===== src/rv_defs.svh =====
`ifndef RV_DEFS_SVH
`define RV_DEFS_SVH

// ---------------------------------------------------------------------------
// Execute slice sizing
// ---------------------------------------------------------------------------

// Datapath width, RV32I only
`define RV_XLEN     32

// Architectural integer registers
`define RV_NREGS    32

// Register index width, log2 of RV_NREGS
`define RV_REG_AW   5

// ---------------------------------------------------------------------------
// These three move together if the core ever changes size
// ---------------------------------------------------------------------------

`endif

===== src/rv_exec_pkg.sv =====
`include "rv_defs.svh"

package rv_exec_pkg;

    // -----------------------------------------------------------------------
    // ALU operation select
    // -----------------------------------------------------------------------
    typedef enum logic [3:0] {
        ALU_ADD  = 4'd0,           // a + b
        ALU_SUB  = 4'd1,           // a - b and branch compare
        ALU_AND  = 4'd2,           // a & b
        ALU_OR   = 4'd3,           // a | b
        ALU_XOR  = 4'd4,           // a ^ b
        ALU_SLT  = 4'd5,           // Signed less than
        ALU_SLTU = 4'd6,           // Unsigned less than
        ALU_SLL  = 4'd7,           // Logical left
        ALU_SRL  = 4'd8,           // Logical right
        ALU_SRA  = 4'd9            // Arithmetic right
    } alu_op_e;

    // -----------------------------------------------------------------------
    // Decoder to execute
    // -----------------------------------------------------------------------
    typedef struct packed {
        logic                  valid;          // Strobe passed through
        logic                  illegal;        // Unhandled encoding
        alu_op_e               alu_op;         // ALU function
        logic [`RV_REG_AW-1:0] rs1;            // Source A index
        logic [`RV_REG_AW-1:0] rs2;            // Source B index
        logic [`RV_REG_AW-1:0] rd;             // Destination index
        logic                  use_imm;        // B from imm instead of rs2
        logic [`RV_XLEN-1:0]   imm;            // Sign-extended immediate
        logic                  reg_write;      // Writes rd
        logic                  is_branch;      // BEQ or BNE
        logic                  branch_on_zero; // High for BEQ
    } decoded_s;

    // -----------------------------------------------------------------------
    // Registered writeback report
    // -----------------------------------------------------------------------
    typedef struct packed {
        logic                  valid;          // One cycle per instruction
        logic                  illegal;        // Rejected without state change
        logic [`RV_REG_AW-1:0] rd;             // Destination index
        logic [`RV_XLEN-1:0]   result;         // ALU result
        logic                  reg_write;      // Register actually written
        logic                  branch_taken;   // Branch outcome
    } wb_s;

endpackage


===== src/rv_isa_pkg.sv =====
package rv_isa_pkg;

    // -----------------------------------------------------------------------
    // Major opcodes, instr[6:0]
    // -----------------------------------------------------------------------
    typedef enum logic [6:0] {
        OPC_OP      = 7'b0110011,  // Register-register ALU
        OPC_OP_IMM  = 7'b0010011,  // Register-immediate ALU
        OPC_BRANCH  = 7'b1100011   // Conditional branch
    } opcode_e;

    // -----------------------------------------------------------------------
    // funct3 for OP and OP-IMM
    // -----------------------------------------------------------------------
    typedef enum logic [2:0] {
        F3_ADD_SUB  = 3'b000,      // ADD/SUB, ADDI
        F3_SLL      = 3'b001,      // SLL, SLLI
        F3_SLT      = 3'b010,      // SLT, SLTI
        F3_SLTU     = 3'b011,      // SLTU, SLTIU
        F3_XOR      = 3'b100,      // XOR, XORI
        F3_SRL_SRA  = 3'b101,      // SRL/SRA and immediate forms
        F3_OR       = 3'b110,      // OR, ORI
        F3_AND      = 3'b111       // AND, ANDI
    } funct3_alu_e;

    // -----------------------------------------------------------------------
    // funct3 for BRANCH
    // -----------------------------------------------------------------------
    // Only the two zero-flag branches exist here
    typedef enum logic [2:0] {
        F3_BEQ      = 3'b000,      // Taken when equal
        F3_BNE      = 3'b001       // Taken when not equal
    } funct3_br_e;

    // funct7 bit 5 picks SUB over ADD and SRA over SRL
    localparam logic [6:0] F7_BASE = 7'b0000000;  // Normal form
    localparam logic [6:0] F7_ALT  = 7'b0100000;  // SUB / SRA form

endpackage


===== src/exec_core.sv =====
`timescale 1ns/1ps
`include "rv_defs.svh"

module exec_core (
    input  logic             i_clk,          // Core clock
    input  logic             i_arst_n,       // Async reset, active low
    input  logic             i_instr_valid,  // One strobe per instruction
    input  logic [31:0]      i_instr,        // Instruction word
    output rv_exec_pkg::wb_s o_wb            // Writeback report, 1 cycle later
);

    // ---------------------------------------------------------------------------
    // Interconnect
    // ---------------------------------------------------------------------------
    rv_exec_pkg::decoded_s dec;              // Decoder to execute
    logic [`RV_XLEN-1:0]   rs1_data;         // Operand A
    logic [`RV_XLEN-1:0]   rs2_data;         // Operand B
    logic                  we;               // Writeback enable
    logic [`RV_REG_AW-1:0] rd;               // Writeback index
    logic [`RV_XLEN-1:0]   rd_data;          // Writeback data

    // Producer
    instr_decoder u_decoder (
        .i_instr_valid (i_instr_valid),
        .i_instr       (i_instr),
        .o_dec         (dec)
    );

    // Buffer, read addresses straight from the decoded fields
    reg_file u_regs (
        .i_clk      (i_clk),
        .i_arst_n   (i_arst_n),
        .i_rs1      (dec.rs1),
        .i_rs2      (dec.rs2),
        .o_rs1_data (rs1_data),
        .o_rs2_data (rs2_data),
        .i_we       (we),
        .i_rd       (rd),
        .i_rd_data  (rd_data)
    );

    // Consumer
    exec_alu u_exec (
        .i_clk      (i_clk),
        .i_arst_n   (i_arst_n),
        .i_dec      (dec),
        .i_rs1_data (rs1_data),
        .i_rs2_data (rs2_data),
        .o_we       (we),
        .o_rd       (rd),
        .o_rd_data  (rd_data),
        .o_wb       (o_wb)
    );

endmodule


===== src/exec_alu.sv =====
`timescale 1ns/1ps
`include "rv_defs.svh"

module exec_alu (
    input  logic                  i_clk,       // Core clock
    input  logic                  i_arst_n,    // Async reset, active low
    input  rv_exec_pkg::decoded_s i_dec,       // From decoder
    input  logic [`RV_XLEN-1:0]   i_rs1_data,  // Operand A source
    input  logic [`RV_XLEN-1:0]   i_rs2_data,  // Operand B source
    output logic                  o_we,        // Register write enable
    output logic [`RV_REG_AW-1:0] o_rd,        // Register write index
    output logic [`RV_XLEN-1:0]   o_rd_data,   // Register write data
    output rv_exec_pkg::wb_s      o_wb         // Registered report
);

    logic [`RV_XLEN-1:0] op_a;                 // ALU input A
    logic [`RV_XLEN-1:0] op_b;                 // ALU input B
    logic [`RV_XLEN-1:0] result;               // ALU output
    logic                zero;                 // Result is zero
    logic                accept;               // Valid and legal
    logic                taken;                // Branch outcome

    assign op_a = i_rs1_data;
    assign op_b = i_dec.use_imm ? i_dec.imm : i_rs2_data;  // Imm or rs2

    // ---------------------------------------------------------------------------
    // ALU
    // ---------------------------------------------------------------------------
    always_comb begin
        case (i_dec.alu_op)
            rv_exec_pkg::ALU_ADD:  result = op_a + op_b;
            rv_exec_pkg::ALU_SUB:  result = op_a - op_b;
            rv_exec_pkg::ALU_AND:  result = op_a & op_b;
            rv_exec_pkg::ALU_OR:   result = op_a | op_b;
            rv_exec_pkg::ALU_XOR:  result = op_a ^ op_b;
            rv_exec_pkg::ALU_SLT:  result = {31'd0, $signed(op_a) < $signed(op_b)};
            rv_exec_pkg::ALU_SLTU: result = {31'd0, op_a < op_b};
            rv_exec_pkg::ALU_SLL:  result = op_a << op_b[4:0];        // Low 5 bits only
            rv_exec_pkg::ALU_SRL:  result = op_a >> op_b[4:0];
            rv_exec_pkg::ALU_SRA:  result = $signed(op_a) >>> op_b[4:0];  // Sign fill
            default:               result = '0;   // Unused codes
        endcase
    end

    assign zero = (result == '0);

    // ---------------------------------------------------------------------------
    // Branch resolve and write gating
    // ---------------------------------------------------------------------------
    assign accept    = i_dec.valid && !i_dec.illegal;
    assign taken     = accept && i_dec.is_branch && (zero == i_dec.branch_on_zero);
    assign o_we      = accept && i_dec.reg_write && (i_dec.rd != '0);  // x0 never
    assign o_rd      = i_dec.rd;
    assign o_rd_data = result;

    // Report lands one edge after the strobe, with the register update
    always_ff @(posedge i_clk or negedge i_arst_n) begin
        if (!i_arst_n) begin
            o_wb <= '0;
        end else begin
            o_wb.valid        <= i_dec.valid;
            o_wb.illegal      <= i_dec.valid && i_dec.illegal;
            o_wb.rd           <= i_dec.rd;
            o_wb.result       <= result;
            o_wb.reg_write    <= o_we;              // What actually happened
            o_wb.branch_taken <= taken;
        end
    end

endmodule


===== src/reg_file.sv =====
`timescale 1ns/1ps
`include "rv_defs.svh"

module reg_file (
    input  logic                  i_clk,       // Core clock
    input  logic                  i_arst_n,    // Active-low async reset
    input  logic [`RV_REG_AW-1:0] i_rs1,       // Read port A index
    input  logic [`RV_REG_AW-1:0] i_rs2,       // Read port B index
    output logic [`RV_XLEN-1:0]   o_rs1_data,  // Read port A data
    output logic [`RV_XLEN-1:0]   o_rs2_data,  // Read port B data
    input  logic                  i_we,        // Write enable
    input  logic [`RV_REG_AW-1:0] i_rd,        // Write index
    input  logic [`RV_XLEN-1:0]   i_rd_data    // Write data
);

    // ---------------------------------------------------------------------------
    // Storage
    // ---------------------------------------------------------------------------
    logic [`RV_XLEN-1:0] regs [`RV_NREGS];     // Entry 0 never written

    // Whole array clears on reset
    always_ff @(posedge i_clk or negedge i_arst_n) begin
        if (!i_arst_n) begin
            for (int i = 0; i < `RV_NREGS; i++) begin
                regs[i] <= '0;
            end
        end else if (i_we && (i_rd != '0)) begin
            regs[i_rd] <= i_rd_data;           // Lands at the edge
        end
    end

    // ---------------------------------------------------------------------------
    // Read ports
    // ---------------------------------------------------------------------------
    // Same-cycle write not forwarded so the old value is seen
    always_comb begin
        if (i_rs1 == '0)
            o_rs1_data = '0;                   // x0 hard-wired
        else
            o_rs1_data = regs[i_rs1];

        if (i_rs2 == '0)
            o_rs2_data = '0;
        else
            o_rs2_data = regs[i_rs2];
    end

endmodule


===== src/instr_decoder.sv =====
`timescale 1ns/1ps
`include "rv_defs.svh"

module instr_decoder (
    input  logic                  i_instr_valid,  // One-cycle strobe
    input  logic [31:0]           i_instr,        // Instruction word
    output rv_exec_pkg::decoded_s o_dec           // Decoded fields, same cycle
);

    // ---------------------------------------------------------------------------
    // Field split
    // ---------------------------------------------------------------------------
    rv_isa_pkg::opcode_e     opc;                  // Major opcode
    rv_isa_pkg::funct3_alu_e f3_alu;               // funct3 as ALU code
    rv_isa_pkg::funct3_br_e  f3_br;                // funct3 as branch code
    logic [6:0]              funct7;               // Upper bits
    logic [`RV_XLEN-1:0]     imm_i;                // I-type
    logic [`RV_XLEN-1:0]     imm_sh;               // Shift amount
    logic [`RV_XLEN-1:0]     imm_b;                // B-type
    rv_exec_pkg::alu_op_e    f3_op;                // funct3 mapped to ALU op
    logic                    is_op;                // Register-register form
    logic                    is_shift;             // Any shift funct3

    assign opc    = rv_isa_pkg::opcode_e'(i_instr[6:0]);
    assign f3_alu = rv_isa_pkg::funct3_alu_e'(i_instr[14:12]);
    assign f3_br  = rv_isa_pkg::funct3_br_e'(i_instr[14:12]);
    assign funct7 = i_instr[31:25];
    assign is_op  = (opc == rv_isa_pkg::OPC_OP);

    assign imm_i  = {{20{i_instr[31]}}, i_instr[31:20]};
    assign imm_sh = {27'd0, i_instr[24:20]};         // shamt, never sign-extended
    assign imm_b  = {{19{i_instr[31]}}, i_instr[31], i_instr[7],
                     i_instr[30:25], i_instr[11:8], 1'b0};

    assign is_shift = (f3_alu == rv_isa_pkg::F3_SLL) ||
                      (f3_alu == rv_isa_pkg::F3_SRL_SRA);

    // funct3 to ALU op, shared by OP and OP-IMM
    always_comb begin
        case (f3_alu)
            rv_isa_pkg::F3_ADD_SUB: f3_op = (is_op && funct7[5]) ? rv_exec_pkg::ALU_SUB
                                                                : rv_exec_pkg::ALU_ADD;
            rv_isa_pkg::F3_SLL:     f3_op = rv_exec_pkg::ALU_SLL;
            rv_isa_pkg::F3_SLT:     f3_op = rv_exec_pkg::ALU_SLT;
            rv_isa_pkg::F3_SLTU:    f3_op = rv_exec_pkg::ALU_SLTU;
            rv_isa_pkg::F3_XOR:     f3_op = rv_exec_pkg::ALU_XOR;
            rv_isa_pkg::F3_SRL_SRA: f3_op = funct7[5] ? rv_exec_pkg::ALU_SRA
                                                      : rv_exec_pkg::ALU_SRL;
            rv_isa_pkg::F3_OR:      f3_op = rv_exec_pkg::ALU_OR;
            default:                f3_op = rv_exec_pkg::ALU_AND;  // F3_AND
        endcase
    end

    // ---------------------------------------------------------------------------
    // Control decode
    // ---------------------------------------------------------------------------
    always_comb begin
        o_dec        = '0;
        o_dec.valid  = i_instr_valid;
        o_dec.rs1    = i_instr[19:15];
        o_dec.rs2    = i_instr[24:20];
        o_dec.alu_op = f3_op;
        case (opc)
            rv_isa_pkg::OPC_OP: begin
                o_dec.rd        = i_instr[11:7];
                o_dec.reg_write = 1'b1;
                // Alt form only on ADD/SUB and SRL/SRA
                if (funct7 == rv_isa_pkg::F7_ALT)
                    o_dec.illegal = !(f3_alu == rv_isa_pkg::F3_ADD_SUB ||
                                      f3_alu == rv_isa_pkg::F3_SRL_SRA);
                else
                    o_dec.illegal = (funct7 != rv_isa_pkg::F7_BASE);
            end
            rv_isa_pkg::OPC_OP_IMM: begin
                o_dec.rd        = i_instr[11:7];
                o_dec.reg_write = 1'b1;
                o_dec.use_imm   = 1'b1;
                o_dec.imm       = is_shift ? imm_sh : imm_i;
                if (f3_alu == rv_isa_pkg::F3_SLL)
                    o_dec.illegal = (funct7 != rv_isa_pkg::F7_BASE);  // No SLAI
                else if (f3_alu == rv_isa_pkg::F3_SRL_SRA)
                    o_dec.illegal = (funct7 != rv_isa_pkg::F7_BASE) &&
                                    (funct7 != rv_isa_pkg::F7_ALT);
            end
            rv_isa_pkg::OPC_BRANCH: begin
                o_dec.alu_op    = rv_exec_pkg::ALU_SUB;       // Compare by subtract
                o_dec.imm       = imm_b;                      // Target math lives elsewhere
                o_dec.is_branch = (f3_br == rv_isa_pkg::F3_BEQ) ||
                                  (f3_br == rv_isa_pkg::F3_BNE);
                o_dec.branch_on_zero = (f3_br == rv_isa_pkg::F3_BEQ);
                o_dec.illegal   = !o_dec.is_branch;           // BLT and friends
            end
            default: o_dec.illegal = 1'b1;                    // Unknown opcode
        endcase
    end

endmodule


===== config.mk =====
export PLATFORM = sky130hd
export DESIGN_NAME = exec_core
export DESIGN_NICKNAME = d
export VERILOG_FILES = /design/src/rv_exec_pkg.sv /design/src/rv_isa_pkg.sv /design/src/exec_core.sv /design/src/exec_alu.sv /design/src/reg_file.sv /design/src/instr_decoder.sv
export VERILOG_INCLUDE_DIRS = /design/src /design/src/src
export SDC_FILE = /design/constraint.sdc
export NUM_CORES = 2
export LEC_CHECK = 0
export BUFFER_PORTS_ARGS = -buffer_cell sky130_fd_sc_hd__buf_2
export CORE_MARGIN = 4
export CORE_UTILIZATION = 30
export DETAILED_ROUTE_END_ITERATION = 12
export PLACE_DENSITY = 0.49
export SYNTH_ARGS = -nofsm -noshare
export SYNTH_HDL_FRONTEND = slang
export SYNTH_SLANG_ARGS = --single-unit

===== constraint.sdc =====
create_clock -name i_clk -period 7.65 [get_ports i_clk]
set_input_delay 0.765 -clock i_clk [delete_from_list [all_inputs] [get_ports i_clk]]
set_output_delay 0.765 -clock i_clk [all_outputs]
set_load 0.005 [all_outputs]

# --- Yosys cells after proc, flatten, opt, wreduce, memory -nomap -nowiden ---
# Cells that the tools add are included.
word_totals:
  ff_bits: 1065
  latch_bits: 0
  mem_bits_rw: 0
  rom_bits: 0
  in_bits: 35
  out_inout_bits: 41
  word_cells: 127
  memories: 0
classes:
  add_sub_neg: 2
  mul: 0
  div: 0
  magnitude_cmp: 6
  n_eq_ne: 21
  shifts: 3
  muxes: 27
  bitwise: 6
  reduce_logical: 24
op_table:
  columns: ["operator", "count"]
  rows:
  - ["$bwmux 1024", 1]
  - ["$bmux 32 s5", 2]
  - ["$pmux 32 s10", 1]
  - ["$mux 32", 9]
  - ["$demux 32 s5", 1]
  - ["$lt 32x32->1", 2]
  - ["$pmux 32 s2", 1]
  - ["$add 32x32->32", 1]
  - ["$and 32x32->32", 1]
  - ["$logic_not 32->1", 1]
  - ["$or 32x32->32", 1]
  - ["$shl 32x5->32", 1]
  - ["$shr 32x5->32", 1]
  - ["$sshr 32x5->32", 1]
  - ["$sub 32x32->32", 1]
  - ["$xor 32x32->32", 1]
  - ["$pmux 4 s7", 1]
  - ["$ge 6x6->1 const B", 3]
  - ["$not 5->6", 3]
  - ["$eq 4x3->1 const B", 4]
  - ["$eq 7x6->1 const B", 2]
  - ["$logic_and 1x1->1", 10]
  - ["$logic_not 5->1", 2]
  - ["$eq 3x3->1 const B", 3]
  - ["other kinds (22)", 35]

# --- Logic depth before layout (Yosys ltp) ---
logic_depth:
  ltp_word: 11
  mapped_depth: 31
  mapped_depth_nobuf: 23

# --- Hierarchy ---
# Synthesis repeated with hierarchy kept, for this count alone.
hier_totals:
  hier_cells: 5223
  hier_area_um2: 66299.8
by_module_without_submodules:
  columns: ["mod", "n_inst", "cells_each", "area_each_um2", "seq_area_each_um2"]
  rows:
  - ["reg_file", 1, 3621, 54377.2, 25624.6]
  - ["exec_alu", 1, 1520, 11340.9, 1026.0]
  - ["instr_decoder", 1, 82, 581.8, 0.0]

# --- Least setup slack after synthesis ---
# No wires, ideal clock.
synth_timing:
  kind: "in2reg"
  from: "input port i_instr[20]"
  to: "register, netlist name u_exec.o_wb[0]"
  setup_ns: 0.077
  arrival_time_ns: 8.526
  required_time_ns: 7.573
  path_slack_ns: -0.953
  stages: 27
  n_path_buf: 7
  path_cell_list: "buf_4 buf_6 buf_4 buf_4 clkbuf_1 clkbuf_1 buf_1 mux4_2 mux4_2 a22o_1 o21a_1 ha_1 and3b_1 a221o_1 a31o_2 a211o_1 nand2_1 nor3_1 a211o_1 and2_1 o32a_1 nor4_2 inv_2 or4_1 or4_1 or4_1 a21oi_1"
synth_via:
  elab_chain_len: 11
  elab_cells_between_ends: 23
  classes_between: "2 x add/sub; 2 x order compare; 1 x eq/ne; 3 x shift; 8 x mux; 4 x bitwise; 3 x reduce/logical"
synth_lines:
  columns: ["item", "line_no", "rtl"]
  rows:
  - ["start: declaration", "exec_core.sv:8", "input logic [31:0] i_instr,"]
  - ["$not 5->6 (implied by the code)", "reg_file.sv:45", "o_rs2_data = regs[i_rs2];"]
  - ["$bmux 32 s5", "reg_file.sv:45", null]
  - ["$mux 32 (implied by the code) (2 in series)", "reg_file.sv:45", null]
  - ["$mux 32", "reg_file.sv:42", "if (i_rs2 == '0)"]
  - ["$mux 32 (*)", "exec_alu.sv:24", "assign op_b = i_dec.use_imm ? i_dec.imm : i_rs2_data;"]
  - ["$sub 32x32->32 (tied with other cells)", "exec_alu.sv:32", "rv_exec_pkg::ALU_SUB: result = op_a - op_b;"]
  - ["$pmux 32 s10 (*)", "exec_alu.sv:30", "case (i_dec.alu_op)"]
  - ["net rd_data[18]", "exec_core.sv:20", "logic [`RV_XLEN-1:0] rd_data;"]
  - ["$logic_not 32->1 (*)", "exec_alu.sv:45", "assign zero = (result == '0);"]
  - ["$eq 1x1->1 (*)", "exec_alu.sv:51", "assign taken = accept && i_dec.is_branch && (zero == i_dec.branch_on_zero);"]
  - ["$logic_and 1x1->1 (*)", "exec_alu.sv:51", null]
  - ["net u_exec.taken", "exec_alu.sv:21", "logic taken;"]
# Mark *: on every way through the listed nets, which the timed path passes. The rest lies on a longest branch. The select of a mux whose other input is x is not followed.
# A chain may end at the register's enable or synchronous reset.

# --- Worst setup path in the final report ---
layout_timing:
  from: "input port i_instr[20]"
  to: "register, netlist name u_exec.o_wb[0]"
layout_via:
  elab_chain_len: 11
  elab_cells_between_ends: 23
  classes_between: "2 x add/sub; 2 x order compare; 1 x eq/ne; 3 x shift; 8 x mux; 4 x bitwise; 3 x reduce/logical"
layout_lines:
  columns: ["item", "line_no"]
  rows:
  - ["$not 5->6 (implied by the code)", "reg_file.sv:45"]
  - ["$bmux 32 s5", "reg_file.sv:45"]
  - ["$mux 32 (implied by the code) (2 in series)", "reg_file.sv:45"]
  - ["$mux 32", "reg_file.sv:42"]
  - ["$mux 32 (*)", "exec_alu.sv:24"]
  - ["$sub 32x32->32 (tied with other cells)", "exec_alu.sv:32"]
  - ["$pmux 32 s10 (*)", "exec_alu.sv:30"]
  - ["$logic_not 32->1 (*)", "exec_alu.sv:45"]
  - ["$eq 1x1->1 (*)", "exec_alu.sv:51"]
  - ["$logic_and 1x1->1 (*)", "exec_alu.sv:51"]
  - ["net u_exec.taken", "exec_alu.sv:21"]
# Marked as above.

==> results.sh <==
export IMPL_status="finished clean"
export IMPL_skew_ns=0.0662
export IMPL_fin_setup_tns_ns=0
export IMPL_area_growth_pct=15.1
export IMPL_total_power_mw=13.9
export IMPL_path_class="in2reg"
export IMPL_ir_drop_v=0.000173
export IMPL_clock_fmax_mhz=144
export IMPL_io_pins=76
export IMPL_rsz0062_at_grt="false"
export IMPL_post_route_period_util=0.909
export IMPL_finalCriticalPeriod_ns=6.96
export IMPL_crit_reg2reg_launch="u_regs.regs[36]"
export IMPL_grt_max_degree=174
export IMPL_ys_flop_type="dfrtp_1"
export IMPL_wire_per_inst_um=29.3
export IMPL_power_share_sequential=0.408
export IMPL_hold_path_class="in2async"
export IMPL_switchingPower_mw=4.00
export IMPL_cts_inserted_buffers=119
export IMPL_ys_warn_count=0
export IMPL_die_y_um=467
export IMPL_core_area_um2=209000
export IMPL_rows=168
export IMPL_p_clk_frac=0.447
export IMPL_track_usage=0.240
export IMPL_viasPerCell=5.78
export IMPL_die_area_um2=218000
export IMPL_cts_tree="done"
export IMPL_cts_sinks=1065
export IMPL_grt_first_pass_wirelength_um=385000
export IMPL_drtIter0Drc=5881
export IMPL_clk_latency_ns=0.78
export IMPL_cts_setup_buffers=0
export IMPL_drive_gt1_frac=0.206
export IMPL_reg2reg_to="u_exec.o_wb[0]"
export IMPL_cp_arrival_ns=7.66
export IMPL_synth_edff_count=0
export IMPL_synthArstFlopShare=1.00
export IMPL_wl_um=266000
export IMPL_ctsRootBufferMaster="clkbuf_16"
export IMPL_place_gp_congestion=1.01
export IMPL_clockBufferDepth=3
export IMPL_hold_ws_ns=0.0673
export IMPL_portBuffers=75
export IMPL_drt_pass1_iterations=6
export IMPL_grt_pass1_vias=51600
export IMPL_syn_area_um2=63100
export IMPL_p_comb_frac=0.145
export IMPL_vias=52600
export IMPL_r2r_slack_ns=0.81
export IMPL_syn_inst=6242
export IMPL_gr_total_overflow=0
export IMPL_synth_cell_types=100
export IMPL_endpoint_kind="register"
export IMPL_tightest_slew_ns=1.27
export IMPL_setup_viol=0
export IMPL_fin_area_um2=72700
export IMPL_slew_violations=0
export IMPL_cts_hold_buf=0
export IMPL_powerDensity_nw_per_um2=191
export IMPL_die_x_um=467
export IMPL_switching_share=0.288
export IMPL_drc=0
export IMPL_syn_nets=6378
export IMPL_crit_chain="buf_8 -> buf_12 -> buf_12 -> mux4_2 -> mux4_2 -> a22o_1 -> o21a_1 -> ha_1 -> buf_4 -> o21a_1 -> a21oi_1 -> o21a_1 -> a21oi_1 -> o21ai_0 -> a31oi_1 -> buf_4 -> a221oi_1 -> a21oi_1 -> a311oi_4 -> nand2_1 -> or4_1 -> or4_1 -> or4_1 -> a21oi_1"
export IMPL_rr_worst_depth=23
export IMPL_worst_path_most_repeated_cell="a21oi_1"
export IMPL_clk_pin_slew_ns=0.07
export IMPL_worstPathMaxFanout=48
export IMPL_worstSetupStartpointType="input port"
export IMPL_cp_required_ns=8.35
export IMPL_finalHoldViolations=0
export IMPL_syn_avg_cell_area_um2=10.1
export IMPL_p_int_mw=9.91
export IMPL_ctsResizeCount=0
export IMPL_ys_seq_area_frac=0.422
export IMPL_p_leak_nw=30.8
export IMPL_dp_hpwl_um=174000
export IMPL_critPathSlowestCell="mux4_2"
export IMPL_placed_cell_area_um2=68400
export IMPL_htreeDepth=3
export IMPL_slew_headroom=0.146
export IMPL_initial_utilization=0.302
export IMPL_nets=6321
export IMPL_max_cap_violations=0
export IMPL_ant_nets=0
export IMPL_final_util=0.347
export IMPL_max_stage_delay_ns=0.58
export IMPL_fillerInstances=21300
export IMPL_synth_seq_cells=1065
export IMPL_antenna_found_initial=13
worst max-delay path by stage:
| stage | start | slack, ns | cells after the start | end |
|---|---|---|---|---|
| 4_1_cts | i_instr[20] | 0.84 | 24 | u_exec.o_wb[0] |
| 3_5_place_dp | i_instr[20] | 0.03 | 24 | u_exec.o_wb[0] |
| 5_1_grt | i_instr[20] | 0.48 | 24 | u_exec.o_wb[0] |
| 2_1_floorplan | i_instr[20] | 0.0006 | 27 | u_exec.o_wb[0] |
| 6_report | i_instr[20] | 0.69 | 24 | u_exec.o_wb[0] |
| 3_3_place_gp | i_instr[20] | 0.04 | 24 | u_exec.o_wb[0] |
critical path: cells and delay by family:
| kind | cells | cell delay (ns) |
|---|---|---|
| AOI/OAI and AO/OA | 12 | 2.67 |
| and+or+nand+nor | 4 | 1.55 |
| buffers and inverters | 5 | 1.10 |
| muxes | 2 | 1.09 |
| adders and majority gates | 1 | 0.35 |
metal layers:
| layer | track usage | share of wire | vias to the layer above | wire length, um |
|---|---|---|---|---|
| met1 | 0.337 | 0.43 | 26900 | 115000 |
| li1 | - | - | 22700 | - |
| met4 | 0.0883 | 0.040 | 2 | 10700 |
| met2 | 0.372 | 0.45 | 2441 | 119000 |
| met3 | 0.0432 | 0.081 | 523 | 21500 |
| met5 | 0 | 0.000026 | - | 7 |
final cells by class:
class | instances | area, um^2 | share of cell area
well taps | 2805 | 3510 | 0.0483
inverters | 139 | 524 | 0.00721
clock buffers | 172 | 3500 | 0.0481
flip-flops and latches | 1065 | 26700 | 0.367
repair buffers | 453 | 4000 | 0.0550
clock inverters | 53 | 759 | 0.0104
diodes | 9 | 22.5 | 0.000310
multi-input cells | 4407 | 33700 | 0.464
sequential cells by signal, summed over array words and instances, names as in the netlist:
signal and count:
u_exec.o_wb 41, u_regs.regs 1024
power groups by stage:
stage,combinational [mW],clock (mW),sequential [mW]
CTS,1.99,6.33,5.67
detailed placement,1.98,0,5.77
floorplan,1.01,0,5.77
finish,2.02,6.22,5.67
global route,2.13,6.55,5.67
global placement,1.99,0,5.78
Yosys cell counts, types with 17 or more instances:
cell | count | share of area
nand2_1 | 1232 | 0.073
a22oi_1 | 75 | 0.0089
and3_1 | 32 | 0.0032
nor2_1 | 149 | 0.0089
nand2b_1 | 17 | 0.0017
o21ai_0 | 1115 | 0.088
mux4_2 | 480 | 0.17
buf_6 | 26 | 0.0046
clkbuf_1 | 477 | 0.028
a211oi_1 | 75 | 0.0089
dfrtp_1 | 1065 | 0.42
a31oi_1 | 25 | 0.0025
o211ai_1 | 26 | 0.0031
mux2i_1 | 259 | 0.041
inv_1 | 124 | 0.0074
nand3_1 | 45 | 0.0036
a21oi_1 | 159 | 0.013
o21a_1 | 44 | 0.0052
o22ai_1 | 46 | 0.0046
a21o_1 | 19 | 0.0023
ha_1 | 99 | 0.020
mux2_2 | 30 | 0.0054
nand4_1 | 36 | 0.0036
a22o_1 | 38 | 0.0053
nor2b_1 | 21 | 0.0021
buf_2 | 74 | 0.0059
buf_1 | 40 | 0.0024
o221ai_1 | 43 | 0.0060
nor3_1 | 50 | 0.0040
cells by family (layout without fill, tap and decap cells):
group / after synthesis / count (layout) / synth area share
AO/OA/AOI/OAI: 1854 / 1854 / 0.176
adder cells (fa/ha/maj): 101 / 101 / 0.0203
multiplexers: 775 / 775 / 0.219
buffers and inverters: 770 / 817 / 0.0517
flip-flops: 1065 / 1065 / 0.422
AND/OR/NAND/NOR: 1668 / 1668 / 0.110
other: 0 / 9 / 0
XOR/XNOR: 9 / 9 / 0.00125
cell usage in the layout, fill, tap and decap left out, types with 30 or more instances in the layout:
master,n
o21ai_0,1115
and3_1,31
buf_4,321
clkbuf_8,33
dfrtp_1,1065
mux2_2,30
nor2_1,149
nand2_1,1208
mux4_2,480
a22o_1,38
nand4_1,36
a211oi_1,68
nand3_1,45
nor3_1,42
buf_12,58
clkbuf_16,119
inv_1,121
a22oi_1,75
o22ai_1,46
a21oi_1,158
o221ai_1,43
o21a_1,44
buf_2,68
mux2i_1,259
ha_1,98
through the flow:
step,cells,setup WS (ns)
floorplan,6242,0.000588
global placement,8869,0.0443
detailed placement,8869,0.0256
CTS,9094,0.838
global route,9095,0.476
finish,9103,0.693
No activity file was read; power rests on OpenSTA's default activity.
